[config.mk]
export PLATFORM = sky130hd
export DESIGN_NAME = mac_stage
export DESIGN_NICKNAME = d
export VERILOG_FILES = /design/src/rtl/mv_pkg.sv /design/src/rtl/mac_stage.sv
export SDC_FILE = /design/constraint.sdc
export NUM_CORES = 2
export LEC_CHECK = 0
export BUFFER_PORTS_ARGS = -buffer_cell sky130_fd_sc_hd__buf_4
export CORE_ASPECT_RATIO = 0.75
export CORE_MARGIN = 4
export CORE_UTILIZATION = 40
export CTS_CLUSTER_SIZE = 14
export DETAILED_ROUTE_END_ITERATION = 16
export SLEW_MARGIN = 30
export SYNTH_ARGS = -nofsm -noshare
export SYNTH_HDL_FRONTEND = slang
export SYNTH_SLANG_ARGS = --single-unit
export TNS_END_PERCENT = 100
[constraint.sdc]
create_clock -name clk -period 12.2 [get_ports clk]
set_input_delay 0.61 -clock clk [delete_from_list [all_inputs] [get_ports clk]]
set_output_delay 0.61 -clock clk [all_outputs]
set_load 0.02 [all_outputs]
[src/rtl/mv_pkg.sv]
// Dimensions, Q8.8 format and APB map of the matrix-vector unit.
// The row-group split assumes ROWS is a multiple of SLICE_ROWS, all powers of two.
package mv_pkg;

    localparam int ROWS       = 8;
    localparam int COLS       = 8;
    localparam int ELEM_W     = 16;
    localparam int FRAC_W     = 8;
    localparam int ACC_W      = 32;
    localparam int BLOCK_SIZE = 2;
    localparam int NUM_CORES  = 2;
    localparam int SLICE_ROWS = BLOCK_SIZE * NUM_CORES;
    localparam int NUM_GROUPS = ROWS / SLICE_ROWS;
    localparam int BEATS      = NUM_GROUPS * COLS;

    // Counter and index widths
    localparam int ROW_AW  = $clog2(ROWS);
    localparam int COL_AW  = $clog2(COLS);
    localparam int LANE_AW = $clog2(SLICE_ROWS);
    localparam int GRP_W   = $clog2(NUM_GROUPS);
    localparam int BEAT_CW = $clog2(BEATS + 1);

    // Signed 16-bit result range
    localparam int ELEM_MAX = 2 ** (ELEM_W - 1) - 1;
    localparam int ELEM_MIN = -(2 ** (ELEM_W - 1));

    typedef logic signed [ELEM_W-1:0] elem_t;
    // Column 0 in the low bits
    typedef elem_t [COLS-1:0] row_t;
    // Lane 0 is the lowest row of the group
    typedef elem_t [SLICE_ROWS-1:0] beat_t;

    localparam int APB_AW = 8;
    localparam int APB_DW = 32;

    localparam logic [APB_AW-1:0] ADDR_CTRL        = 8'h00;
    localparam logic [APB_AW-1:0] ADDR_STATUS      = 8'h04;
    localparam logic [APB_AW-1:0] ADDR_WEIGHT_BASE = 8'h40;
    localparam logic [APB_AW-1:0] ADDR_RESULT_BASE = 8'h80;

endpackage

[src/rtl/mac_stage.sv]
`timescale 1ns/1ps
// SLICE_ROWS lanes (NUM_CORES cores of BLOCK_SIZE lanes) of Q8.8 multiply-accumulate.
// Beats must arrive in column order 0..COLS-1 per group; the beat count sets the column.
// Results are saturated to 16 bits and drained one lane per cycle.
module mac_stage (
    input  logic                      clk,
    input  logic                      rst_n,
    input  logic                      start,
    input  mv_pkg::row_t              weights,
    input  logic                      beat_valid,
    input  mv_pkg::beat_t             beat_data,
    output logic                      res_we,
    output logic [mv_pkg::ROW_AW-1:0] res_addr,
    output mv_pkg::elem_t             res_data,
    output logic                      group_written
);
    import mv_pkg::*;

    row_t                     w_q;
    logic [COL_AW-1:0]        col_q;
    logic [GRP_W-1:0]         grp_q;
    logic signed [ACC_W-1:0]  acc_q [SLICE_ROWS];
    elem_t                    hold_q [SLICE_ROWS];
    logic                     drain_q;
    logic [LANE_AW-1:0]       dcnt_q;
    logic [GRP_W-1:0]         dgrp_q;

    logic signed [2*ELEM_W-1:0] prod [SLICE_ROWS];
    logic signed [ACC_W-1:0]    sum [SLICE_ROWS];
    logic                       load_hold;
    logic                       drain_last;

    function automatic elem_t sat(input logic signed [ACC_W-1:0] v);
        if (v > ELEM_MAX) begin
            return elem_t'(ELEM_MAX);
        end else if (v < ELEM_MIN) begin
            return elem_t'(ELEM_MIN);
        end
        return v[ELEM_W-1:0];
    endfunction

    always_comb begin
        for (int l = 0; l < SLICE_ROWS; l++) begin
            prod[l] = $signed(beat_data[l]) * $signed(w_q[col_q]);
            sum[l]  = acc_q[l] + (prod[l] >>> FRAC_W);
        end
    end

    assign load_hold  = beat_valid && (col_q == COL_AW'(COLS - 1));
    assign drain_last = drain_q && (dcnt_q == LANE_AW'(SLICE_ROWS - 1));

    always_ff @(posedge clk or negedge rst_n) begin
        if (!rst_n) begin
            col_q   <= '0;
            grp_q   <= '0;
            drain_q <= 1'b0;
            dcnt_q  <= '0;
            dgrp_q  <= '0;
            for (int l = 0; l < SLICE_ROWS; l++) begin
                acc_q[l] <= '0;
            end
        end else begin
            if (start) begin
                col_q <= '0;
                grp_q <= '0;
                for (int l = 0; l < SLICE_ROWS; l++) begin
                    acc_q[l] <= '0;
                end
            end else if (beat_valid) begin
                col_q <= load_hold ? '0 : col_q + 1'b1;
                for (int l = 0; l < SLICE_ROWS; l++) begin
                    acc_q[l] <= load_hold ? '0 : sum[l];
                end
                if (load_hold) begin
                    grp_q <= (grp_q == GRP_W'(NUM_GROUPS - 1)) ? '0 : grp_q + 1'b1;
                end
            end

            // Drain of the previous group overlaps the next group's beats
            if (load_hold) begin
                drain_q <= 1'b1;
                dcnt_q  <= '0;
                dgrp_q  <= grp_q;
            end else if (drain_q) begin
                dcnt_q  <= dcnt_q + 1'b1;
                drain_q <= !drain_last;
            end
        end
    end

    always_ff @(posedge clk) begin
        if (start) begin
            w_q <= weights;
        end
        if (load_hold) begin
            for (int l = 0; l < SLICE_ROWS; l++) begin
                hold_q[l] <= sat(sum[l]);
            end
        end
    end

    assign res_we        = drain_q;
    assign res_addr      = ROW_AW'(int'(dgrp_q) * SLICE_ROWS + int'(dcnt_q));
    assign res_data      = hold_q[dcnt_q];
    assign group_written = drain_last;

    // Beat spacing from the row buffer must leave room for a full drain
    assert property (@(posedge clk) disable iff (!rst_n) load_hold |-> (!drain_q || drain_last));

endmodule

# Yosys cells after proc, flatten, opt, wreduce, memory -nomap -nowiden
# Memory sizes are Yosys's and may differ from the RTL's.
# Cells that the tools add are included.
[word_totals]
reg_bits = 264
ramBits = 64
in_bits = 196
output_inout_bits = 21
elab_cells = 97
n_memories = 1
[classes]
add_sub_neg = 8
n_mul = 4
n_lt_le_gt_ge = 9
n_eq_ne = 2
mux = 49
n_reduce_logical = 7
[memory_table]
columns = ["name", "words", "width", "rd", "rd_ports_with_merged_regs", "wr", "line_no", "text"]
rows = [
  ["hold_q", 4, 16, 1, 0, 4, "mac_stage.sv:23", "elem_t hold_q [SLICE_ROWS];"],
]
[op_table]
columns = ["cell", "n"]
rows = [
  ["2-to-1 mux 16 bit", 17],
  ["2-to-1 mux 128 bit", 2],
  ["adder 32 x 24 -> 32 bit", 4],
  ["> comparator 32 x 16 -> 1 bit (second input constant)", 4],
  ["less-than comparator 32 x 16 -> 1 bit (second input constant)", 4],
  ["multiplier 16 x 16 -> 32 bit", 4],
  ["2-to-1 mux 32 bit", 4],
  ["binary-select mux 16 bit (select 3 bit)", 1],
  ["2-to-1 mux 1 bit", 20],
  ["2-to-1 mux 3 bit", 3],
  ["nonzero test 2 bit", 3],
  ["less-than comparator 3 x 4 -> 1 bit (second input constant)", 1],
  ["2-to-1 mux 2 bit", 2],
  ["adder 3 x 1 -> 3 bit (second input constant)", 1],
  ["adder 3 x 2 -> 3 bit", 1],
  ["== test 3 bit (second input constant)", 1],
  ["adder 2 x 1 -> 2 bit (second input constant)", 1],
  ["== test 2 bit (second input constant)", 1],
  ["logical AND 1 bit", 2],
  ["AND reduction 2 bit", 1],
  ["adder 1 bit (second input constant)", 1],
  ["zero test 1 bit", 1],
]

# Depth between registers and ports, before layout
[logic_depth]
depth_word = 10
ltp_mapped = 45
mapped_depth_nobuf = 40

# Least setup slack after synthesis
# No wires, ideal clock.
[synth_path]
kind = "reg-to-reg"
from = "register col_q[0]"
to = "memory hold_q[1][5] (netlist bit), data pin"
setup_time_ns = 0.269
arrival_time_ns = 11.455
t_required_ns = 11.931
slack_ns = 0.476
path_stages_with_launch = 43
n_path_buf = 6
period_less_slack_ns = 11.724
cell_sequence = "dfrtp_1 buf_2 buf_1 clkbuf_1 mux4_2 mux2_2 clkbuf_1 and2_1 fa_1 inv_1 fa_1 fa_1 inv_1 fa_1 fa_1 inv_1 fa_1 inv_1 [... 7 more ...] a21oi_1 o21ai_0 a21oi_1 o21bai_1 xor2_1 ha_1 clkbuf_1 a21o_1 a21oi_1 o21ai_2 a2111oi_4 a311oi_1 or3_1 or4_1 or4_4 o41ai_4 buf_6 o21ai_1"
[synth_rtl]
columns = ["item", "line_no", "text"]
rows = [
  ["start, declared", "mac_stage.sv:20", "logic [COL_AW-1:0] col_q;"],
  ["start signal, assigned", "mac_stage.sv:70", "col_q <= load_hold ? '0 : col_q + 1'b1;"],
  ["end, declared", "mac_stage.sv:23", ""],
]

==> flow_summary.toml <==
[floorplan]
die_w_um = 447
initial_core_util_pct = 40.3
rows = 120
core_area_mm2 = 0.143
die_height_um = 337
io_pins = 217
dieArea_mm2 = 0.151

[clocking]
path_clk_slew_ns = 0.06
cts_buffer_depth = 3
cts.sinks = 328
numCtsBuffers = 37
cts_tree = "yes"
insertion_delay_ns = 0.58
cts-root-buf = "clkbuf_16"
htree_levels = 2

[place]
place_hpwl_um = 126000
placedCellCount = 7888
io_buffers = 216
gp_congestion = 0.882

[sta]
fin_skew_ns = 0.0297
min_period_over_period_pct = 95.0
slew_viol_final = 0
worst_pin_slew_ns = 0.988
rsz0062_at_grt = "no"
finalCriticalPeriod_ns = 11.59
max_freq_mhz = 86.3
final_hold_viol_count = 0
setup-violations-final = 0
maxSlewHeadroom_pct = 33.6
setup_tns_ns = 0

[min_path]
min_path_cells = 1
hp-start = "weights[43]"
whs_endpoint = "w_q[43]"
min_path_type = "in -> reg"

[worst_setup_path]
slowest_delay_ns = 0.60
crit_top_cell = "a21o_1"
worst-setup-path-type = "reg -> reg"
cp.arrival_ns = 11.96
end_kind = "register"
crit_required_ns = 12.57
worstPathMaxFanout = 58
r2r_end = "hold_q[3][2]"
reg2reg_depth = 36
reg2reg_setup_slack_ns = 0.61
r2r_start = "col_q[0]"
start_kind = "register"
critPathSlowestCell = "fa_1"

[finish]
areaGrowthSynthToFinish_pct = 8.81
layout-drive-gt1-share_pct = 8.05
fin_cells = 7968
nFillCells = 13700
fin_util_pct = 43.9
layout.nets = 7736

[route]
vias_per_cell = 5.22
num_vias = 41600
drt_wl_total_um = 156000
wire_per_inst_um = 19.6
drc = 0
postRouteAntennaNets = 0
drtIter0Drc = 2754
drtPass1Iterations = 6

[synthesis]
synth_area_leaders = "fa_1 (36%), edfxtp_1 (10%), ha_1 (9.7%)"
yosysSeqAreaShare_pct = 15.9
synth_top_area_share_pct = 36.3
yosys_warnings = 0
synth_top_family_by_area = "adder cells"
synth_mux_area_share_pct = 2.47
synth_edf_count = 192
avgSynthCellArea_um2 = 9.71
synth_area_leader_cell = "fa_1"
synth_area_mm2 = 0.0577
synth.net_count = 7639
synth_ff_type = "edfxtp_1"
synthSimpleGateAreaFrac_pct = 14.0
synth.distinct_cells = 92
ys_async_sr_fraction_pct = 41.5
synthAdderAreaFrac_pct = 46.0
syn_inst = 5948
synth_compound_gate_area_share_pct = 8.42
synth_xor_area_share_pct = 3.59
ys_ff_latch = 328

[grt]
grt_pass1_wl_um = 251000
overflow = 0
grt_pass1_vias = 43500
grt_usage_pct = 21.2
grt_max_degree = 83
antenna_found_initial = 6

[flow_run]
maxCapViolations = 0

[run_status]
status = "completed"
-- cell type report --
| cell class | instances | area [um^2] | share of cell area (%) |
|---|---|---|---|
| Antenna cell | 6 | 15.0 | 0.0239 |
| Multi-Input combinational cell | 4148 | 43100 | 68.7 |
| Timing Repair Buffer | 294 | 2350 | 3.74 |
| Tap cell | 1891 | 2370 | 3.77 |
| Sequential cell | 328 | 9170 | 14.6 |
| Clock buffer | 42 | 945 | 1.50 |
| Clock inverter | 23 | 176 | 0.281 |
| Inverter | 1236 | 4640 | 7.39 |
-- worst max-delay path: cells and delay by family (launching register included) --
kind            cells  cell delay [ns]
xor+xnor            1             0.25
compound gates     19             4.72
buf+inv             3             0.74
flops               1             0.55
simple gates        2             0.32
mux                 3             0.91
fa+ha+maj           8             3.82
-- metal layers --
metal	up-vias	track usage [%]	wire length [um]
met2	1037	35.2	74300
li1	18900	-	-
met1	21500	30.3	70600
met3	128	2.60	8560
met5	-	0	0
met4	0	3.49	2660
-- flip-flops by register name, summed over array words and instances, names as in the netlist --
name / cells
col_q: 3
dgrp_q: 1
acc_q: 128
grp_q: 1
hold_q: 64
w_q: 128
dcnt_q: 2
res_we: 1
-- worst max path at each step --
stage                    endpoint  slack, ns  startpoint  depth (start not counted)
finish               hold_q[3][2]       0.61    col_q[0]                         36
global route         hold_q[3][2]       0.04    col_q[0]                         40
CTS                 hold_q[2][14]       0.08    col_q[0]                         36
detailed placement  hold_q[2][14]       0.16    col_q[0]                         36
global placement    hold_q[2][13]       0.15    col_q[0]                         36
floorplan            hold_q[1][5]       0.48    col_q[0]                         42
-- Yosys cell counts, types with 21 or more instances --
master    count
clkbuf_1    199
ha_1        447
nor3_1       52
inv_1      1236
dfrtp_1     136
nand4_1      40
nor4_1       21
buf_1        29
o21a_1       34
xnor2_1     155
nor2b_1      83
xor2_1       72
nand2_1     618
nand3_1      40
edfxtp_1    192
and2_1      451
or2_2        32
a21o_1       83
and3_1       23
a22o_1       59
a211oi_1     30
fa_1       1048
o21ai_0     181
a21oi_1     164
nor2_1      157
mux4_2       48
nand2b_1     32
-- cells in the final DEF (no fill, tap or decap), types with 23 or more instances in the layout --
cell / count
inv_1: 1235
fa_1: 1048
nand2_1: 617
and2_1: 450
ha_1: 447
buf_4: 279
edfxtp_1: 192
o21ai_0: 177
a21oi_1: 163
nor2_1: 156
xnor2_1: 154
dfrtp_1: 134
nor2b_1: 83
a21o_1: 83
xor2_1: 72
a22o_1: 59
nor3_1: 52
mux4_2: 48
nand4_1: 40
nand3_1: 40
clkbuf_16: 37
o21a_1: 34
nand2b_1: 32
or2_2: 32
a211oi_1: 30
and3_1: 23
-- cell families (layout without fill, tap and decap cells) --
logic type / after synthesis / in the layout
buf+inv: 1472 / 1595
mux: 80 / 80
other cells: 0 / 6
xor+xnor: 231 / 231
compound gates: 735 / 735
flops: 328 / 328
simple gates: 1607 / 1607
fa+ha+maj: 1495 / 1495
-- per-stage QoR --
stage | cell area (um^2) | hold WS, ns | setup slack [ns]
floorplan | 57700 | 0.314 | 0.476
global placement | 61500 | 0.469 | 0.149
detailed placement | 61500 | 0.480 | 0.155
CTS | 62700 | 0.180 | 0.0809
global route | 62800 | 0.188 | 0.0376
finish | 62800 | 0.212 | 0.613
-- repair_timing --
action                                  in CTS  in global routing
setup buffers                                0                  8
hold endpoints to repair                     9                  0
gates resized for setup                      0                 15
hold buffers                                 1                  0
endpoints found under the setup margin       0                 60
Power is not shown: default switching activity piles up to over one toggle a cycle in this logic, so the estimate is an artifact.
