===== src/rtl/mv_pkg.sv =====
// Dimensions, Q8.8 format and APB map of the matrix-vector unit.
// The row-group split assumes ROWS is a multiple of SLICE_ROWS, all powers of two.
package mv_pkg;

    localparam int ROWS       = 8;
    localparam int COLS       = 8;
    localparam int ELEM_W     = 16;
    localparam int FRAC_W     = 8;
    localparam int ACC_W      = 32;
    localparam int BLOCK_SIZE = 2;
    localparam int NUM_CORES  = 2;
    localparam int SLICE_ROWS = BLOCK_SIZE * NUM_CORES;
    localparam int NUM_GROUPS = ROWS / SLICE_ROWS;
    localparam int BEATS      = NUM_GROUPS * COLS;

    // Counter and index widths
    localparam int ROW_AW  = $clog2(ROWS);
    localparam int COL_AW  = $clog2(COLS);
    localparam int LANE_AW = $clog2(SLICE_ROWS);
    localparam int GRP_W   = $clog2(NUM_GROUPS);
    localparam int BEAT_CW = $clog2(BEATS + 1);

    // Signed 16-bit result range
    localparam int ELEM_MAX = 2 ** (ELEM_W - 1) - 1;
    localparam int ELEM_MIN = -(2 ** (ELEM_W - 1));

    typedef logic signed [ELEM_W-1:0] elem_t;
    // Column 0 in the low bits
    typedef elem_t [COLS-1:0] row_t;
    // Lane 0 is the lowest row of the group
    typedef elem_t [SLICE_ROWS-1:0] beat_t;

    localparam int APB_AW = 8;
    localparam int APB_DW = 32;

    localparam logic [APB_AW-1:0] ADDR_CTRL        = 8'h00;
    localparam logic [APB_AW-1:0] ADDR_STATUS      = 8'h04;
    localparam logic [APB_AW-1:0] ADDR_WEIGHT_BASE = 8'h40;
    localparam logic [APB_AW-1:0] ADDR_RESULT_BASE = 8'h80;

endpackage


===== src/rtl/ram_1w1r.sv =====
`timescale 1ns/1ps
// One write port, one registered read port. Contents are undefined after reset.
// Reading an address in the cycle it is written returns the old word.
module ram_1w1r #(
    parameter type data_t = logic [7:0],
    parameter int  DEPTH  = 8
) (
    input  logic                     clk,
    input  logic                     we,
    input  logic [$clog2(DEPTH)-1:0] waddr,
    input  data_t                    wdata,
    input  logic [$clog2(DEPTH)-1:0] raddr,
    output data_t                    rdata
);

    data_t mem_q [DEPTH];

    always_ff @(posedge clk) begin
        if (we) begin
            mem_q[waddr] <= wdata;
        end
        rdata <= mem_q[raddr];
    end

endmodule


===== src/rtl/row_buffer.sv =====
`timescale 1ns/1ps
// Collects all rows of A, then streams one column of a row group per cycle.
// Group 0 is captured during the fill, later groups are prefetched behind the beats.
// start is only taken in IDLE.
module row_buffer (
    input  logic          clk,
    input  logic          rst_n,
    input  logic          start,
    input  logic          row_valid,
    input  mv_pkg::row_t  row_data,
    output logic          row_ready,
    output logic          beat_valid,
    output mv_pkg::beat_t beat_data
);
    import mv_pkg::*;

    typedef enum logic [1:0] {
        IDLE,
        FILL,
        SLICE
    } state_e;

    state_e             state_q;
    logic [ROW_AW-1:0]  row_cnt_q;
    logic [BEAT_CW-1:0] beat_cnt_q;
    logic               beat_valid_q;
    beat_t              beat_q;
    row_t               bank_q [2][SLICE_ROWS];
    logic               pf_vld_q;
    logic [LANE_AW-1:0] pf_row_q;
    logic               pf_bank_q;

    logic               row_accept;
    logic               beat_issue;
    logic [COL_AW-1:0]  col;
    logic [GRP_W-1:0]   grp;
    logic               pf_req;
    logic [ROW_AW-1:0]  pf_addr;
    row_t               ram_rdata;

    assign row_ready  = (state_q == FILL);
    assign row_accept = row_valid && row_ready;
    assign beat_issue = (state_q == SLICE) && (beat_cnt_q < BEATS);
    assign col        = beat_cnt_q[COL_AW-1:0];
    assign grp        = beat_cnt_q[COL_AW +: GRP_W];

    // Fetch the next group's rows during the first beats of the current one
    assign pf_req  = beat_issue && (col < SLICE_ROWS) && (grp < NUM_GROUPS - 1);
    assign pf_addr = ROW_AW'((int'(grp) + 1) * SLICE_ROWS + int'(col));

    always_ff @(posedge clk or negedge rst_n) begin
        if (!rst_n) begin
            state_q      <= IDLE;
            row_cnt_q    <= '0;
            beat_cnt_q   <= '0;
            beat_valid_q <= 1'b0;
            pf_vld_q     <= 1'b0;
            pf_row_q     <= '0;
            pf_bank_q    <= 1'b0;
        end else begin
            beat_valid_q <= beat_issue;
            pf_vld_q     <= pf_req;
            if (pf_req) begin
                pf_row_q  <= col[LANE_AW-1:0];
                pf_bank_q <= ~grp[0];
            end
            case (state_q)
                IDLE: begin
                    if (start) begin
                        state_q   <= FILL;
                        row_cnt_q <= '0;
                    end
                end
                FILL: begin
                    if (row_accept) begin
                        row_cnt_q <= row_cnt_q + 1'b1;
                        if (row_cnt_q == ROW_AW'(ROWS - 1)) begin
                            state_q    <= SLICE;
                            beat_cnt_q <= '0;
                        end
                    end
                end
                SLICE: begin
                    // Stay one extra cycle so the last beat leaves inside SLICE
                    beat_cnt_q <= beat_cnt_q + 1'b1;
                    if (beat_cnt_q == BEAT_CW'(BEATS)) begin
                        state_q <= IDLE;
                    end
                end
                default: state_q <= IDLE;
            endcase
        end
    end

    // Ping-pong group banks, transposed on the way out
    always_ff @(posedge clk) begin
        if (row_accept && (row_cnt_q < SLICE_ROWS)) begin
            bank_q[0][row_cnt_q[LANE_AW-1:0]] <= row_data;
        end
        if (pf_vld_q) begin
            bank_q[pf_bank_q][pf_row_q] <= ram_rdata;
        end
        if (beat_issue) begin
            for (int l = 0; l < SLICE_ROWS; l++) begin
                beat_q[l] <= bank_q[grp[0]][l][col];
            end
        end
    end

    assign beat_valid = beat_valid_q;
    assign beat_data  = beat_q;

    ram_1w1r #(
        .data_t (row_t),
        .DEPTH  (ROWS)
    ) i_row_ram (
        .clk   (clk),
        .we    (row_accept),
        .waddr (row_cnt_q),
        .wdata (row_data),
        .raddr (pf_addr),
        .rdata (ram_rdata)
    );

    // Input and output phases never overlap
    assert property (@(posedge clk) disable iff (!rst_n) !(row_ready && beat_valid));

    assert property (@(posedge clk) disable iff (!rst_n) beat_valid |-> state_q != IDLE);

endmodule


===== config.mk =====
export PLATFORM = sky130hd
export DESIGN_NAME = row_buffer
export DESIGN_NICKNAME = d
export VERILOG_FILES = /design/src/rtl/mv_pkg.sv /design/src/rtl/ram_1w1r.sv /design/src/rtl/row_buffer.sv
export SDC_FILE = /design/constraint.sdc
export NUM_CORES = 2
export LEC_CHECK = 0
export BUFFER_PORTS_ARGS = -buffer_cell sky130_fd_sc_hd__buf_2
export CORE_MARGIN = 1.5
export CORE_UTILIZATION = 57
export CTS_CLUSTER_SIZE = 24
export DETAILED_ROUTE_END_ITERATION = 16
export HOLD_SLACK_MARGIN = 0.05
export MAX_ROUTING_LAYER = met4
export PLACE_DENSITY = 0.77
export SLEW_MARGIN = 20
export SYNTH_ARGS = -nofsm -noshare
export SYNTH_HDL_FRONTEND = slang
export SYNTH_HIERARCHICAL = 1
export SYNTH_SLANG_ARGS = --single-unit

===== constraint.sdc =====
create_clock -name clk -period 14.4 [get_ports clk]
set_input_delay 2.88 -clock clk [delete_from_list [all_inputs] [get_ports clk]]
set_output_delay 2.88 -clock clk [all_outputs]
set_load 0.01 [all_outputs]

# --- Word-level counts from Yosys, hierarchy flattened ---
# Memories as Yosys holds them, arrays and structs flattened. A register that Yosys moved wholly into a read port is not among the register bits.
# Cells that the tools add are included.
op_classes:
  add_sub_neg: 4
  n_mul: 0
  div_mod_pow: 0
  n_lt_le_gt_ge: 9
  n_eq_ne: 8
  shifts: 0
  muxes: 29
  bitwise_logic: 3
  reduce_logical: 13
op_table:
  columns: ["cell", "count"]
  rows:
  - ["512-bit two-way mux", 2]
  - ["128-bit demux with 2-bit select", 2]
  - ["128-bit two-way mux", 2]
  - ["16-bit binary-select mux with 3-bit select", 4]
  - ["16-bit two-way mux", 4]
  - ["5-bit two-way mux", 2]
  - ["5-bit case mux with 2 select lines", 1]
  - ["2-bit two-way mux", 4]
  - ["1-bit logical AND", 7]
  - ["3-bit greater-or-equal comparator (second input constant)", 2]
  - ["3-bit by 1-bit < comparator with 1-bit output (second input constant)", 2]
  - ["3-bit < comparator (second input constant)", 2]
  - ["3-bit two-way mux", 2]
  - ["2-bit by 1-bit != test with 1-bit output (second input constant)", 3]
  - ["2-bit NOT with 3-bit output", 2]
  - ["2-bit case mux with 3 select lines", 1]
  - ["3-bit case mux with 2 select lines", 1]
  - ["3-bit AND reduction", 2]
  - ["5-bit by 1-bit adder with 5-bit output (second input constant)", 1]
  - ["5-bit equality test (second input constant)", 1]
  - ["5-bit < comparator (second input constant)", 1]
  - ["3-bit by 4-bit < comparator with 1-bit output (second input constant)", 1]
  - ["1-bit two-way mux", 4]
  - ["4-bit AND reduction", 1]
  - ["11 further kinds", 12]
word_totals:
  ff_bits: 79
  latchBits: 0
  mem_bits_rw: 2048
  rom_bits: 0
  memories: 2
mem_list:
  columns: ["memory", "words", "word_bits", "read_ports", "rd_ports_with_merged_regs", "wr", "line", "text"]
  rows:
  - ["bank_q", 2, 512, 1, 0, 2, "row_buffer.sv:28", "row_t bank_q [2][SLICE_ROWS];"]
  - ["i_row_ram.mem_q", 8, 128, 1, 1, 1, "ram_1w1r.sv:16", "data_t mem_q [DEPTH];"]

# --- Logic depth before layout (Yosys ltp) ---
depth:
  word_depth: 6
  ltp_mapped: 9

# --- By module ---
# Netlist, hierarchy kept.
modules_own_cells:
  columns: ["module", "instances", "cells_per_inst", "area_each_um2", "seq_area_each_um2"]
  rows:
  - ["row_buffer", 1, 2567, 47971.0, 33046.7]
  - ["ram_1w1r", 1, 1620, 41554.9, 33311.9]

# --- Least setup slack after synthesis ---
# No wires, ideal clock.
synth_timing:
  kind: "input port to flip-flop"
  start: "input port row_valid"
  end: "memory i_row_ram/mem_q[0][0] (netlist bit), enable pin"
  setup_ns: 0.772
  t_arrival_ns: 11.950
  slack_ns: 1.679
  cell_stages: 4
  path_buffers: 0
  cell_sequence: "inv_1 -> nor3_1 -> nand2b_1 -> nor3_1"
synth_between:
  elab_chain_cells: 3
synth_lines:
  columns: ["item", "line", "text"]
  rows:
  - ["from (decl)", "row_buffer.sv:9", "input logic row_valid,"]
  - ["1-bit logical AND", "row_buffer.sv:42", "assign row_accept = row_valid && row_ready;"]
  - ["net row_accept", "row_buffer.sv:33", "logic row_accept;"]
  - ["1-bit two-way mux", "ram_1w1r.sv:19", "if (we) begin"]
  - ["1-bit two-way mux (implied by the code)", "ram_1w1r.sv:20", "mem_q[waddr] <= wdata;"]
  - ["to (decl)", "ram_1w1r.sv:16", null]
# The timed path passes the listed nets, and every way through them passes these cells.

==> impl_metrics.toml <==
[status]
status = "completed"

[clocking]
tritoncts.num_buffers = 212
cts_resized = 0
clock-root-buffer = "sky130_fd_sc_hd__clkbuf_16"
post-cts-setup-buffer-count = 0
numClockSinks = 2255
tritoncts = "built"
clock_tree.buffer_depth = 3
hold_buffers = 0
clk_pin_slew_ps = 60
worstSkewPairLatency_ps = 860
ctsHtreeMaxLevel = 4

[place]
place_ws_ps = 7830
dpl.cell_count = 6269
place_congestion = 0.843
detailedPlacementHpwl_um = 127000
port_buffer_cells = 197

[setup_path]
critPathSlowestCell = "sky130_fd_sc_hd__nor4bb_1"
critPathKind = "in -> reg"
cell_by_cell_trace_of_the_critical_path = "buf_2 > nor4bb_1 > a21o_4 > buf_4 > buf_4"
cp_data_required_time_ps = 14870
critical_path_buf_inv_count = 3
timing.rr.end = "beat_data[52]$_DFFE_PP_"
critical_path_peak_fanout = 47
ff2ff_path_depth = 6
cp_slowest_stage_delay_ps = 830
critPathCaptureType = "flop"
critical_path.startpoint_type = "input port"
crit-reg2reg-launch = "beat_cnt_q[3]$_DFFE_PN0P_"
critPathMostFrequentCell = "sky130_fd_sc_hd__buf_4"
reg2reg_setup_slack_ps = 9950
cpLargestDelayFamily = "buffers and inverters"
timing.critical_path.arrival_ps = 6260

[cells_and_area]
finish.cell_count_without_fillers = 6716
drive_gt1_share_pct = 36.8
fillerInstances = 10021
fin_nets = 4565
commonest_cells_after_routing_fill_and_taps_aside = "sky130_fd_sc_hd__edfxtp_1 (2112), sky130_fd_sc_hd__mux2_2 (769), sky130_fd_sc_hd__mux4_2 (312)"
most_common_cell_after_layout_fill_and_taps_aside = "sky130_fd_sc_hd__edfxtp_1"
syn2layout_area_growth_pct = 11.0

[timing]
report.final.slew_viol_count = 0
fmaxAchievable_mhz = 173
post-route-worst-setup-slack_ps = 8610
finalHoldViolCount = 0
clock-skew-final_ps = 52.7
worst_slew_margin_rel_pct = 24.0
setup_repair_after_global_routing_missed_its_margin = "no"
tightestPinTransition_ps = 1140
timing.final.setup_violations = 0
final_min_period_over_clock_period_pct = 40.2
tns_ps = 0
min_period_ps = 5790

[logic_synthesis]
synth_area_per_cell_um2 = 21.4
syn-num-nets = 4327
yosys_cell_types = 43
ys_async_sr_fraction_pct = 0.665
synth.yosys.seq_area_share_pct = 74.1
edff_count_synth = 2112
ys_ff_latch = 2255
netlist_area_mm2 = 0.0895
synth_cells = 4187
yosysWarnings = 6
synth_ff_type = "sky130_fd_sc_hd__edfxtp_1"

[pwr]
max_rail_drop_vdd_mv = 0.161
p_total_uw = 19400
total_leakage_power_uw = 0.0318
power_density_mw_per_mm2 = 195

[detailed_routing]
dr.first_iter.drc_count = 5167
vias = 43899
post_drt_wl_per_cell_um = 32.7
via_per_inst = 6.54
drc = 0
detail_route.wirelength_um = 219000
firstDrtPassIters = 5
route.antenna.remaining_nets = 0

[grt]
via_count_of_the_first_global_routing_pass = 43247
grt_pass1_wl_um = 312000
initial_antenna_violation_count = 63
grtUsageTotal_pct = 28.6
total_grt_overflow = 0
grt_max_degree = 130

[floorplan]
placement_row_count = 145
floorplan.initialDensity_pct = 57.4
fp.coreArea_mm2 = 0.156
die_width_um = 399
design.die.area_mm2 = 0.159
num_io_pins = 198
die_y_um = 399

[worst_hold_path]
sink_of_the_worst_hold_path = "bank_q[1][404]$_DFFE_PP_"
hold_depth = 0
holdCritStartpoint = "i_row_ram/rdata[20]$_DFF_P_"
worstHoldPathType = "reg -> reg"

[job]
max_cap_violations = 0
-- power breakdown --
| group | total (uW) | switching, uW | internal [uW] |
|---|---|---|---|
| registers | 9110 | 712 | 8400 |
| logic | 4670 | 2660 | 2010 |
| clock network | 5600 | 2390 | 3210 |
-- layout make-up --
cell class              instances  area [um2]  share of cell area [%]
flip-flops and latches       2255       66400                    66.8
clock buffers                 298        5930                    5.97
inverters                       9        41.3                  0.0416
well taps                    2058        2570                    2.59
clock inverters               100        1050                    1.06
multi-input cells            1679       21600                    21.8
repair buffers                268        1620                    1.63
diodes                         49         123                   0.123
-- cell families (layout without fill, tap and decap cells) --
kind of cell               after synthesis  count (layout)  share of synthesized area (%)
and+or+nand+nor                        178             178                          0.843
buffers and inverters                  253             675                           1.89
muxes                                 1284            1284                           21.1
AOI/OAI and AO/OA                      208             208                           1.91
other                                    0              49                              0
xor gates and xnor gates                 1               1                        0.00978
DFF                                   2255            2255                           74.1
adders and majority gates                8               8                          0.112
-- state kept, by name, summed over array words and instances, names as in the netlist --
register and count:
pf_bank_q 1, row_cnt_q 3, state_q 2, bank_q 1024, beat_data 64, i_row_ram/mem_q 1024, beat_valid 1, beat_cnt_q 5
i_row_ram/rdata 128, pf_row_q 2, pf_vld_q 1
-- how the worst max path moves through the flow --
stage | startpoint | endpoint | slack (ps) | cells after the start
finish | row_valid | bank_q[0][483]$_DFFE_PP_ | 8610 | 5
global route | row_valid | bank_q[0][92]$_DFFE_PP_ | 8550 | 6
CTS | row_valid | bank_q[0][454]$_DFFE_PP_ | 8730 | 5
detailed placement | row_valid | bank_q[0][384]$_DFFE_PP_ | 7830 | 5
global placement | row_valid | bank_q[0][422]$_DFFE_PP_ | 7870 | 5
floorplan | row_valid | i_row_ram/mem_q[0][0]$_DFFE_PP_ | 1680 | 4
-- metal layers --
layer | global-route usage [%] | part of all wire (%) | up-vias | wire (um)
li1 | - | - | 18001 | -
met1 | 37.5 | 38 | 23013 | 82500
met2 | 42.0 | 47 | 2451 | 103000
met3 | 8.23 | 11 | 434 | 24100
met4 | 12.2 | 4.3 | 0 | 9410
met5 | - | 0 | - | 0
-- synthesized netlist by cell type (5+ instances only) --
| cell type | count | area, um2 |
|---|---|---|
| sky130_fd_sc_hd__mux4_2 | 312 | 7030 |
| sky130_fd_sc_hd__inv_1 | 9 | 33.8 |
| sky130_fd_sc_hd__a221o_1 | 64 | 641 |
| sky130_fd_sc_hd__buf_4 | 29 | 218 |
| sky130_fd_sc_hd__mux4_1 | 72 | 1890 |
| sky130_fd_sc_hd__nor2_1 | 141 | 529 |
| sky130_fd_sc_hd__mux2i_1 | 129 | 1290 |
| sky130_fd_sc_hd__dfxtp_1 | 128 | 2560 |
| sky130_fd_sc_hd__nor3_1 | 5 | 25.0 |
| sky130_fd_sc_hd__nand2_1 | 9 | 33.8 |
| sky130_fd_sc_hd__dfrtp_1 | 15 | 375 |
| sky130_fd_sc_hd__clkbuf_1 | 66 | 248 |
| sky130_fd_sc_hd__buf_6 | 21 | 236 |
| sky130_fd_sc_hd__nand2b_1 | 8 | 50.1 |
| sky130_fd_sc_hd__o221ai_1 | 64 | 561 |
| sky130_fd_sc_hd__clkbuf_8 | 13 | 179 |
| sky130_fd_sc_hd__mux2_2 | 769 | 8660 |
| sky130_fd_sc_hd__o22ai_1 | 64 | 400 |
| sky130_fd_sc_hd__buf_2 | 76 | 380 |
| sky130_fd_sc_hd__edfxtp_1 | 2112 | 63400 |
| sky130_fd_sc_hd__o21ai_0 | 5 | 25.0 |
| sky130_fd_sc_hd__ha_1 | 8 | 100 |
| sky130_fd_sc_hd__buf_1 | 17 | 63.8 |
| sky130_fd_sc_hd__buf_8 | 19 | 285 |
-- stage by stage --
stage               hold slack, ps  instance area, um2  utilization [%]
finish                         546               99300             63.7
global route                   548               99300             63.7
CTS                            542               99200             63.6
detailed placement             548               92200             59.1
global placement               544               92200             59.1
floorplan                      502               89500                -
Note: power is estimated with default switching activity, not from simulation.
