[config.mk]
export PLATFORM = sky130hd
export DESIGN_NAME = apb_regs
export DESIGN_NICKNAME = d
export VERILOG_FILES = /design/src/rtl/mv_pkg.sv /design/src/rtl/apb_regs.sv
export SDC_FILE = /design/constraint.sdc
export NUM_CORES = 1
export LEC_CHECK = 0
export BUFFER_PORTS_ARGS = -buffer_cell sky130_fd_sc_hd__buf_2
export CORE_ASPECT_RATIO = 1.4
export CORE_UTILIZATION = 35
export DETAILED_ROUTE_END_ITERATION = 6
export PLACE_DENSITY = 0.61
export RECOVER_POWER = 50
export SLEW_MARGIN = 20
export SYNTH_ARGS = -nofsm -noshare
export SYNTH_HDL_FRONTEND = slang
export SYNTH_SLANG_ARGS = --single-unit
[constraint.sdc]
create_clock -name clk -period 2.5 [get_ports clk]
set_input_delay 0.375 -clock clk [delete_from_list [all_inputs] [get_ports clk]]
set_output_delay 0.375 -clock clk [all_outputs]
set_load 0.02 [all_outputs]
[src/rtl/mv_pkg.sv]
// Dimensions, Q8.8 format and APB map of the matrix-vector unit.
// The row-group split assumes ROWS is a multiple of SLICE_ROWS, all powers of two.
package mv_pkg;

    localparam int ROWS       = 8;
    localparam int COLS       = 8;
    localparam int ELEM_W     = 16;
    localparam int FRAC_W     = 8;
    localparam int ACC_W      = 32;
    localparam int BLOCK_SIZE = 2;
    localparam int NUM_CORES  = 2;
    localparam int SLICE_ROWS = BLOCK_SIZE * NUM_CORES;
    localparam int NUM_GROUPS = ROWS / SLICE_ROWS;
    localparam int BEATS      = NUM_GROUPS * COLS;

    // Counter and index widths
    localparam int ROW_AW  = $clog2(ROWS);
    localparam int COL_AW  = $clog2(COLS);
    localparam int LANE_AW = $clog2(SLICE_ROWS);
    localparam int GRP_W   = $clog2(NUM_GROUPS);
    localparam int BEAT_CW = $clog2(BEATS + 1);

    // Signed 16-bit result range
    localparam int ELEM_MAX = 2 ** (ELEM_W - 1) - 1;
    localparam int ELEM_MIN = -(2 ** (ELEM_W - 1));

    typedef logic signed [ELEM_W-1:0] elem_t;
    // Column 0 in the low bits
    typedef elem_t [COLS-1:0] row_t;
    // Lane 0 is the lowest row of the group
    typedef elem_t [SLICE_ROWS-1:0] beat_t;

    localparam int APB_AW = 8;
    localparam int APB_DW = 32;

    localparam logic [APB_AW-1:0] ADDR_CTRL        = 8'h00;
    localparam logic [APB_AW-1:0] ADDR_STATUS      = 8'h04;
    localparam logic [APB_AW-1:0] ADDR_WEIGHT_BASE = 8'h40;
    localparam logic [APB_AW-1:0] ADDR_RESULT_BASE = 8'h80;

endpackage

[src/rtl/apb_regs.sv]
`timescale 1ns/1ps
// APB slave for control, status, weights and result readback.
// Weight and result reads are sign-extended; RESULT reads take one wait state.
// Decoding assumes both bases are aligned to their window size.
module apb_regs (
    input  logic                      clk,
    input  logic                      rst_n,
    input  logic                      psel,
    input  logic                      penable,
    input  logic                      pwrite,
    input  logic [mv_pkg::APB_AW-1:0] paddr,
    input  logic [mv_pkg::APB_DW-1:0] pwdata,
    output logic [mv_pkg::APB_DW-1:0] prdata,
    output logic                      pready,
    output logic                      pslverr,
    output logic                      start,
    output mv_pkg::row_t              weights,
    input  logic                      group_written,
    output logic [mv_pkg::ROW_AW-1:0] rd_addr,
    input  mv_pkg::elem_t             rd_data
);
    import mv_pkg::*;

    row_t              weights_q;
    logic              busy_q;
    logic              done_q;
    logic [GRP_W-1:0]  gcnt_q;
    logic              wait_q;

    logic              access;
    logic              aligned;
    logic              is_ctrl;
    logic              is_status;
    logic              is_weight;
    logic              is_result;
    logic              mapped;
    logic              wr_err;
    logic              wr_ok;
    logic              result_rd;
    logic [COL_AW-1:0] widx;

    assign access    = psel && penable;
    assign aligned   = (paddr[1:0] == 2'b00);
    assign is_ctrl   = (paddr == ADDR_CTRL);
    assign is_status = (paddr == ADDR_STATUS);
    assign is_weight = aligned && (paddr >= ADDR_WEIGHT_BASE)
                       && (paddr < ADDR_WEIGHT_BASE + 4 * COLS);
    assign is_result = aligned && (paddr >= ADDR_RESULT_BASE)
                       && (paddr < ADDR_RESULT_BASE + 4 * ROWS);
    assign mapped    = is_ctrl || is_status || is_weight || is_result;
    assign widx      = paddr[COL_AW+1:2];
    assign rd_addr   = paddr[ROW_AW+1:2];

    assign wr_err    = pwrite && (is_status || is_result || ((is_weight || is_ctrl) && busy_q));
    assign result_rd = access && is_result && !pwrite;

    // First RESULT access cycle lets the memory register the address
    assign pready  = !(result_rd && !wait_q);
    assign pslverr = access && pready && (!mapped || wr_err);
    assign wr_ok   = access && pwrite && mapped && !wr_err;
    assign start   = wr_ok && is_ctrl && pwdata[0];
    assign weights = weights_q;

    always_comb begin
        prdata = '0;
        if (is_status) begin
            prdata[1:0] = {done_q, busy_q};
        end else if (is_weight) begin
            prdata = APB_DW'(weights_q[widx]);
        end else if (is_result) begin
            prdata = APB_DW'(rd_data);
        end
    end

    always_ff @(posedge clk or negedge rst_n) begin
        if (!rst_n) begin
            weights_q <= '0;
            busy_q    <= 1'b0;
            done_q    <= 1'b0;
            gcnt_q    <= '0;
            wait_q    <= 1'b0;
        end else begin
            wait_q <= result_rd && !wait_q;
            if (wr_ok && is_weight) begin
                weights_q[widx] <= pwdata[ELEM_W-1:0];
            end
            if (start) begin
                busy_q <= 1'b1;
                done_q <= 1'b0;
                gcnt_q <= '0;
            end else if (group_written) begin
                if (gcnt_q == GRP_W'(NUM_GROUPS - 1)) begin
                    busy_q <= 1'b0;
                    done_q <= 1'b1;
                    gcnt_q <= '0;
                end else begin
                    gcnt_q <= gcnt_q + 1'b1;
                end
            end
        end
    end

    assert property (@(posedge clk) disable iff (!rst_n) penable |-> psel);

    // Results only come back while a run is in progress
    assert property (@(posedge clk) disable iff (!rst_n) group_written |-> busy_q);

endmodule

Word level (Yosys, flattened, before mapping)
Cells that the tools add are included.
W data, S select, Z words.

operators by class
  add/subtract/negate cells = 1
  mux-type cells = 18
  order comparisons = 6
  equality and inequality tests = 1
  reductions and logical operators = 36

operator list
  kind                   count
  $bwmux W128            1
  $mux W32               2
  $bmux W16 S3           1
  $demux W16 S3          1
  $mux W16               2
  $mux W30               1
  $logic_and A1 B1 Y1    19
  $mux W1                9
  $eq A8 B3 Y1 const B   1
  $ge A8 B7 Y1 const B   1
  $ge A8 B8 Y1 const B   1
  $logic_not A8 Y1       1
  $lt A8 B7 Y1 const B   1
  $lt A8 B8 Y1 const B   1
  $logic_or A1 B1 Y1     7
  $logic_not A1 Y1       5
  $lt A3 B4 Y1 const B   1
  $reduce_bool A2 Y1     2
  $ge A3 B1 Y1 const B   1
  $logic_not A2 Y1       1
  $mux W2                1
  $reduce_and A2 Y1      1
  $add A1 B1 Y1 const B  1

word-level totals
  flip-flop bits (word level) = 132
  input bits = 62
  output and inout port bits = 166
  logic and storage cells = 74

Logic depth before layout (Yosys ltp)
Gate-level depths: netlist of run 1.

  depth in word-level cells = 13
  gate-level depth with buffers = 7
  mapped depth without buffers = 4

Least setup slack after synthesis of run 1
Ideal clock, no wire load.

  path kind = input -> output
  start = input paddr[2] (netlist bit)
  end = output prdata[16] (netlist bit)
  arrival time = 2.213 ns
  buffers on the path = 3
  slack = -0.088 ns
  stages on the path = 5
  cell sequence = buf_2 -> buf_2 -> mux4_2 -> a221o_1 -> buf_4

between the ends
  word-level cells in the longest chain between the ends = 6
  elaborated cells between the ends (all ways) = 14

ends and longest elaborated chain
  item                 line            source
  start, declared      apb_regs.sv:11  input logic [mv_pkg::APB_AW-1:0] paddr,
  $ge A8 B8 Y1         apb_regs.sv:48  assign is_result = aligned && (paddr >= ADDR_RESULT_BASE)
  $logic_and A1 B1 Y1  apb_regs.sv:48
  $logic_and A1 B1 Y1  apb_regs.sv:49  && (paddr < ADDR_RESULT_BASE + 4 * ROWS);
  $mux W32             apb_regs.sv:70  end else if (is_result) begin
  $mux W32             apb_regs.sv:68  end else if (is_weight) begin
  $mux W30 (*)         apb_regs.sv:66  if (is_status) begin
  end, declared        apb_regs.sv:13  output logic [mv_pkg::APB_DW-1:0] prdata,

Every way passes the cells marked *; elsewhere a longest branch is shown, timed or not. The select of a mux whose other input is x is not followed.

Worst setup path in the final report of run 1
  start = register weights_q, in the netlist weights[127]
  end = output prdata[24] (netlist bit)

between the ends
  word-level cells in the longest chain between the ends = 4

ends and longest elaborated chain
  item                             line            source
  start, declared                  apb_regs.sv:24  row_t weights_q;
  start signal, assigned by index  apb_regs.sv:85  weights_q[widx] <= pwdata[ELEM_W-1:0];
  $bmux W16 S3                     apb_regs.sv:69  prdata = APB_DW'(weights_q[widx]);
  $mux W16 (implied by the code)   apb_regs.sv:69
  $mux W32                         apb_regs.sv:68
  $mux W30                         apb_regs.sv:66

Every way passes these cells. The select of a mux whose other input is x is not followed.

==> out/metrics.cfg, run 1 <==
[timing]
worst_slew_pin_slew_ns = 1.379
fin_crit_ns = 2.427
slew_headroom_pct = 8.099
setup_slack_ns = 0.07258
finalCritPeriodShare_pct = 97.10
slew_viol_final = 0
final.setup.tns_ns = 0
setup_violations = 0
hold_violations = 0
skew_ns = 0.006130
rsz0062_at_grt = false
fmax_ghz = 0.4120

[clocking]
clk_pin_slew_ns = 0.06
ctsHtreeMaxLevel = 4
cts_tree = yes
insertion_delay_ns = 0.41
cts_sinks = 132
cts_root_buf = clkbuf_16
postCtsSetupBuffers = 0
clockBufferDepth = 2
cts_buffers = 17

[logic_synthesis]
synth_top_area_cell = dfrtp_1
synth_top_area_share_pct = 51.13
synthDistinctLibCells = 41
avgSynthCellArea_um2 = 15.20
synth-async-reset-ratio_pct = 100.0
syn_nets = 487
yosysWarnings = 0
synthFlopType = dfrtp_1
synth_area_um2 = 6460
yosysSeqAreaShare_pct = 51.13
ys_top_cells_by_count = dfrtp_1 (132), mux2_2 (115), mux4_2 (32)
ys_seq_elements = 132
yosys.cell_count.top_type = dfrtp_1
netlist_instances = 425
synth_top_cells_by_area = dfrtp_1 (51%), mux2_2 (20%), mux4_2 (11%)
synth_edf_count = 0

[place]
dp_hpwl_mm = 13.80
place_ws_ns = 0.03841
gp_congestion = 0.7799
io_buffers = 211

[setup_path]
start_kind = flip-flop
critPathCaptureType = output port
crit_type = reg -> out
cp_max_fo = 17
crit_required_ns = 2.12
worst_ep_arrival_time_ns = 2.05

[job]
maxCapViolations = 0

[die]
die_y_um = 162.7
initial_utilization_pct = 35.89
io-pin-count = 228
die_w_um = 116.8
die_area_um2 = 19010
row_count = 58
core-area_um2 = 18000

[routing]
postRouteAntennaNets = 0
wirelength_mm = 19.26
drtPass1Iterations = 4
wl_per_cell_um = 21.37
routed_via_density = 5.155
vias = 4645
drc = 0
drtIter0Drc = 311

[min_path]
min_path_type = in -> reg

[global_routing]
antenna_found_initial = 0
grt_max_degree = 60
grt_pass1_wl_mm = 28.93
first_global_vias = 4949
grt_overflow = 0
grt_usage_pct = 21.01

[layout]
fin_util_pct = 46.64
num_antenna_cells = 0
multi_input_area_um2 = 2843
num-nets-final = 710
nFillCells = 1739
regArea_um2 = 3303
layout-drive-gt1-share_pct = 50.83
area_growth_pct = 29.92

[power]
p_leak_nw = 4.199
power_density_nw_per_um2 = 627.5
max-vdd-ir-drop_uv = 363.7
power_mw = 5.267

[status]
status = finished, final reports clean

-- worst max-delay path, cell delays in order (launching register included) --
cell,delay (ns)
dfrtp_1,0.39
mux4_2,0.46
and3_1,0.19
a221o_2,0.40
buf_2,0.20
-- state kept, by name (all words and copies together) (netlist names) --
| name | cells |
|---|---|
| weights | 128 |
| busy_q | 1 |
| done_q | 1 |
| gcnt_q | 1 |
| wait_q | 1 |
-- kinds of logic (layout without fill, tap and decap cells) --
| family | after synthesis | after routing | synth area share [%] |
|---|---|---|---|
| AND/OR/NAND/NOR | 59 | 59 | 6.585 |
| buffers and inverters | 49 | 285 | 4.997 |
| XOR/XNOR | 1 | 1 | 0.1356 |
| AO/OA/AOI/OAI | 23 | 23 | 2.963 |
| flip-flops | 132 | 132 | 51.13 |
| multiplexers | 161 | 161 | 34.19 |
-- final timing paths --
path,depth (start not counted),slack (ns),endpoint,start
max in group asynchronous,3,0.43,weights[78]$_DFFE_PN0P_,rst_n
max reg2reg,3,0.37,weights[30]$_DFFE_PN0P_,busy_q$_DFFE_PN0P_
min in group asynchronous,2,0.41,weights[37]$_DFFE_PN0P_,rst_n
max,4,0.07,prdata[24],weights[127]$_DFFE_PN0P_
min reg2reg,2,0.51,done_q$_DFFE_PN0P_,done_q$_DFFE_PN0P_
min,3,0.24,done_q$_DFFE_PN0P_,group_written
-- stage by stage --
stage / hold WS [ns] / instances / cell area, µm²
finish: 0.2412 / 901 / 8393
global route: 0.2642 / 901 / 8393
CTS: 0.2229 / 901 / 8549
detailed placement: 0.2840 / 868 / 7895
global placement: 0.2762 / 868 / 7895
floorplan: 0.07941 / 425 / 6461
-- per-layer routing --
layer  share of wire, %  GRT usage [%]  vias to the layer above  routed length, µm
li1                   -              -                     2038                  -
met3                4.8          4.466                       18                927
met5                  0              0                        -                  0
met4                1.6          7.192                        0                300
met2                 52          35.31                      163               9941
met1                 42          26.59                     2426               8085
-- report_power, final --
part | leakage [nW] | switching (mW) | internal, mW
Combinational | 2.06 | 0.242 | 0.146
Sequential | 1.83 | 0.0329 | 2.18
Clock | 0.304 | 0.923 | 1.75
Total | 4.20 | 1.20 | 4.07
-- cell usage in the layout (no fill, tap or decap), types with 6 or more instances in the layout --
cell type / n
a221o_1: 12
and3_1: 14
buf_12: 6
buf_2: 97
buf_4: 31
clkbuf_1: 114
clkbuf_16: 17
dfrtp_1: 132
mux2_2: 115
mux2_4: 10
mux4_2: 32
nand2_1: 10
-- cell type report --
cell class                 instances  area share, %
sequential                       132          39.36
multi-input combinational        244          33.87
timing repair buffer             251          15.43
clock buffer                      20          5.561
tap                              240          3.578
clock inverter                    12          2.117
inverter                           2        0.08945
-- repair_timing --
| item | 4_1_cts | 5_1_grt |
|---|---|---|
| hold buffers | 1 | 0 |
| endpoints found under the hold margin | 30 | 0 |
| endpoints found under the setup margin | 0 | 24 |
| resized for setup | 0 | 2 |
No activity file was read; power rests on OpenSTA's default activity.
==> inputs of run 2 (changes only) <==
--- a/config.mk
+++ b/config.mk
@@ -6,10 +6,13 @@
 export NUM_CORES = 1
 export LEC_CHECK = 0
 export BUFFER_PORTS_ARGS = -buffer_cell sky130_fd_sc_hd__buf_2
+export CELL_PAD_IN_SITES_DETAIL_PLACEMENT = 1
+export CELL_PAD_IN_SITES_GLOBAL_PLACEMENT = 1
 export CORE_ASPECT_RATIO = 1.4
-export CORE_UTILIZATION = 35
+export CORE_UTILIZATION = 36
 export DETAILED_ROUTE_END_ITERATION = 6
-export PLACE_DENSITY = 0.61
+export GPL_TIMING_DRIVEN = 1
+export PLACE_DENSITY = 0.75
 export RECOVER_POWER = 50
 export SLEW_MARGIN = 20
 export SYNTH_ARGS = -nofsm -noshare
==> run 2 against run 1 <==
Net effect:
- non-clock buffer count shrank 4
- first-iteration DRC count shrank 26%
- maximum frequency grew 0.13%
- largest cell class unchanged
- via count grew 3.4%
- flip-flop and latch count is the same
- worst hold slack gained 0.0064 ns
- sequential share of layout area grew 0.35 points
- die area shrank 2.7%
- final area shrank 0.88%
- cell count shrank 0.67%
- global-route usage grew 2.8 points
==> out/metrics.cfg, run 2 (synthesized netlist as in run 1, its figures left out) <==
[routing]
postRouteAntennaNets = 0
vias = 4802
wl_per_cell_um = 23.50
drtPass1Iterations = 4
routed_via_density = 5.365
wirelength_mm = 21.03
drtIter0Drc = 230
drc = 0

[setup_path]
cpLargestDelayFamily = multiplexers
start_kind = flip-flop
cp-startpoint = weights[127]$_DFFE_PN0P_
slowest_delay_ns = 0.46
crit_type = reg -> out
cp_max_fo = 5
critPathCaptureType = output port
r2r_start = busy_q$_DFFE_PN0P_
slowest_stage = mux4_2
path_cells = mux4_2 -> and3_1 -> a221o_2 -> buf_2
path_buf_inv = 1
worst_ep_arrival_time_ns = 2.05
crit_required_ns = 2.12

[global_routing]
grt_usage_pct = 23.79
gr-usage-met3_pct = 5.849
grt_max_degree = 59
grt_overflow = 0
grt_util_met2_pct = 41.27
use_met1_pct = 28.10
antenna_found_initial = 0
grt_pass1_wl_mm = 32.02
first_global_vias = 5179
busiest_layer = met2

[place]
io_buffers = 211
dp.cells = 859
dp_hpwl_mm = 15.06
place_ws_ns = 0.1023
placed_cell_area_um2 = 7815
gp_congestion = 0.7800

[min_path]
min_path_type = in -> reg
hp-start = group_written

[power]
swShare_pct = 24.62
intPower_mw = 3.816
p_leak_nw = 4.302
p_switching_mw = 1.246
clockPowerShare_pct = 48.6
power_density_nw_per_um2 = 608.5
combPwrFrac_pct = 7.7
pwr-share-seq_pct = 43.7
power_mw = 5.062
max-vdd-ir-drop_uv = 372.9

[clocking]
cts_root_buf = clkbuf_16
cts_buffers = 17
clockBufferDepth = 2
insertion_delay_ns = 0.42
cts_sinks = 132
cts_tree = yes
ctsHtreeMaxLevel = 4
clk_pin_slew_ns = 0.06

[layout]
nFillCells = 1876
area_growth_pct = 28.78
num_antenna_cells = 0
fin_cells = 895
fin_util_pct = 47.61
layout-drive-gt1-share_pct = 55.08
final_cell_mix = dfrtp_1 (132), buf_2 (131), mux2_2 (115), clkbuf_1 (82), mux4_2 (32)
multi_input_area_um2 = 2870
largest_reg_flops = 128
num-nets-final = 708
regArea_um2 = 3303
stdcell_area_um2 = 8319
mostFrequentLayoutCell = dfrtp_1

[timing]
rsz0062_at_grt = false
worst_slew_pin_slew_ns = 1.475
slew_headroom_pct = 1.670
setup_slack_ns = 0.07563
fin_crit_ns = 2.424
holdWs_ns = 0.2476
final.setup.tns_ns = 0
fmax_ghz = 0.4125
skew_ns = 0.007137
setup_violations = 0
hold_violations = 0
finalCritPeriodShare_pct = 96.97
slew_viol_final = 0

[die]
die_w_um = 115.2
initial_utilization_pct = 36.97
die_y_um = 160.5
die_area_um2 = 18490
core-area_um2 = 17470
row_count = 57
io-pin-count = 228

[job]
maxCapViolations = 0

[status]
status = finished, final reports clean

-- run 2: layout make-up --
type,count,area share [%]
sequential,132,39.71
timing repair buffer,247,15.21
clock buffer,20,5.369
inverter,2,0.09024
clock inverter,12,1.579
tap,236,3.549
multi-input combinational,246,34.50
-- run 2: per-layer routing --
layer,up-vias,routed length [µm]
li1,2050,-
met1,2522,8264
met2,193,10990
met3,37,1115
met4,0,668
met5,-,0
-- run 2: final timing paths --
kind | to | slack (ns) | depth (start not counted)
max in group asynchronous | weights[76]$_DFFE_PN0P_ | 0.40 | 3
min reg2reg | wait_q$_DFF_PN0_ | 0.50 | 3
max | prdata[22] | 0.08 | 4
min in group asynchronous | wait_q$_DFF_PN0_ | 0.84 | 2
min | done_q$_DFFE_PN0P_ | 0.25 | 3
max reg2reg | weights[22]$_DFFE_PN0P_ | 0.39 | 3
-- run 2: power by group through the flow --
stage          logic, mW  registers, mW  clock network (mW)
3_5_place_dp       0.398           2.25                   0
6_report           0.391           2.21                2.46
5_1_grt            0.427           2.22                2.57
3_3_place_gp       0.385           2.24                   0
4_1_cts            0.403           2.21                2.50
2_1_floorplan      0.158           2.28                   0
-- run 2: repair_timing --
| action | 4_1_cts | 5_1_grt |
|---|---|---|
| endpoints found under the hold margin | 56 | 0 |
| setup buffers | 0 | 1 |
| gates resized for setup | 0 | 1 |
| setup endpoints to repair | 0 | 19 |
| hold buffers | 1 | 0 |
-- run 2: worst register-to-register path: stages (launching register included) --
cell and delay [ns]:
dfrtp_1 0.44, or2_2 0.42, or4_4 0.75, mux2_4 0.39
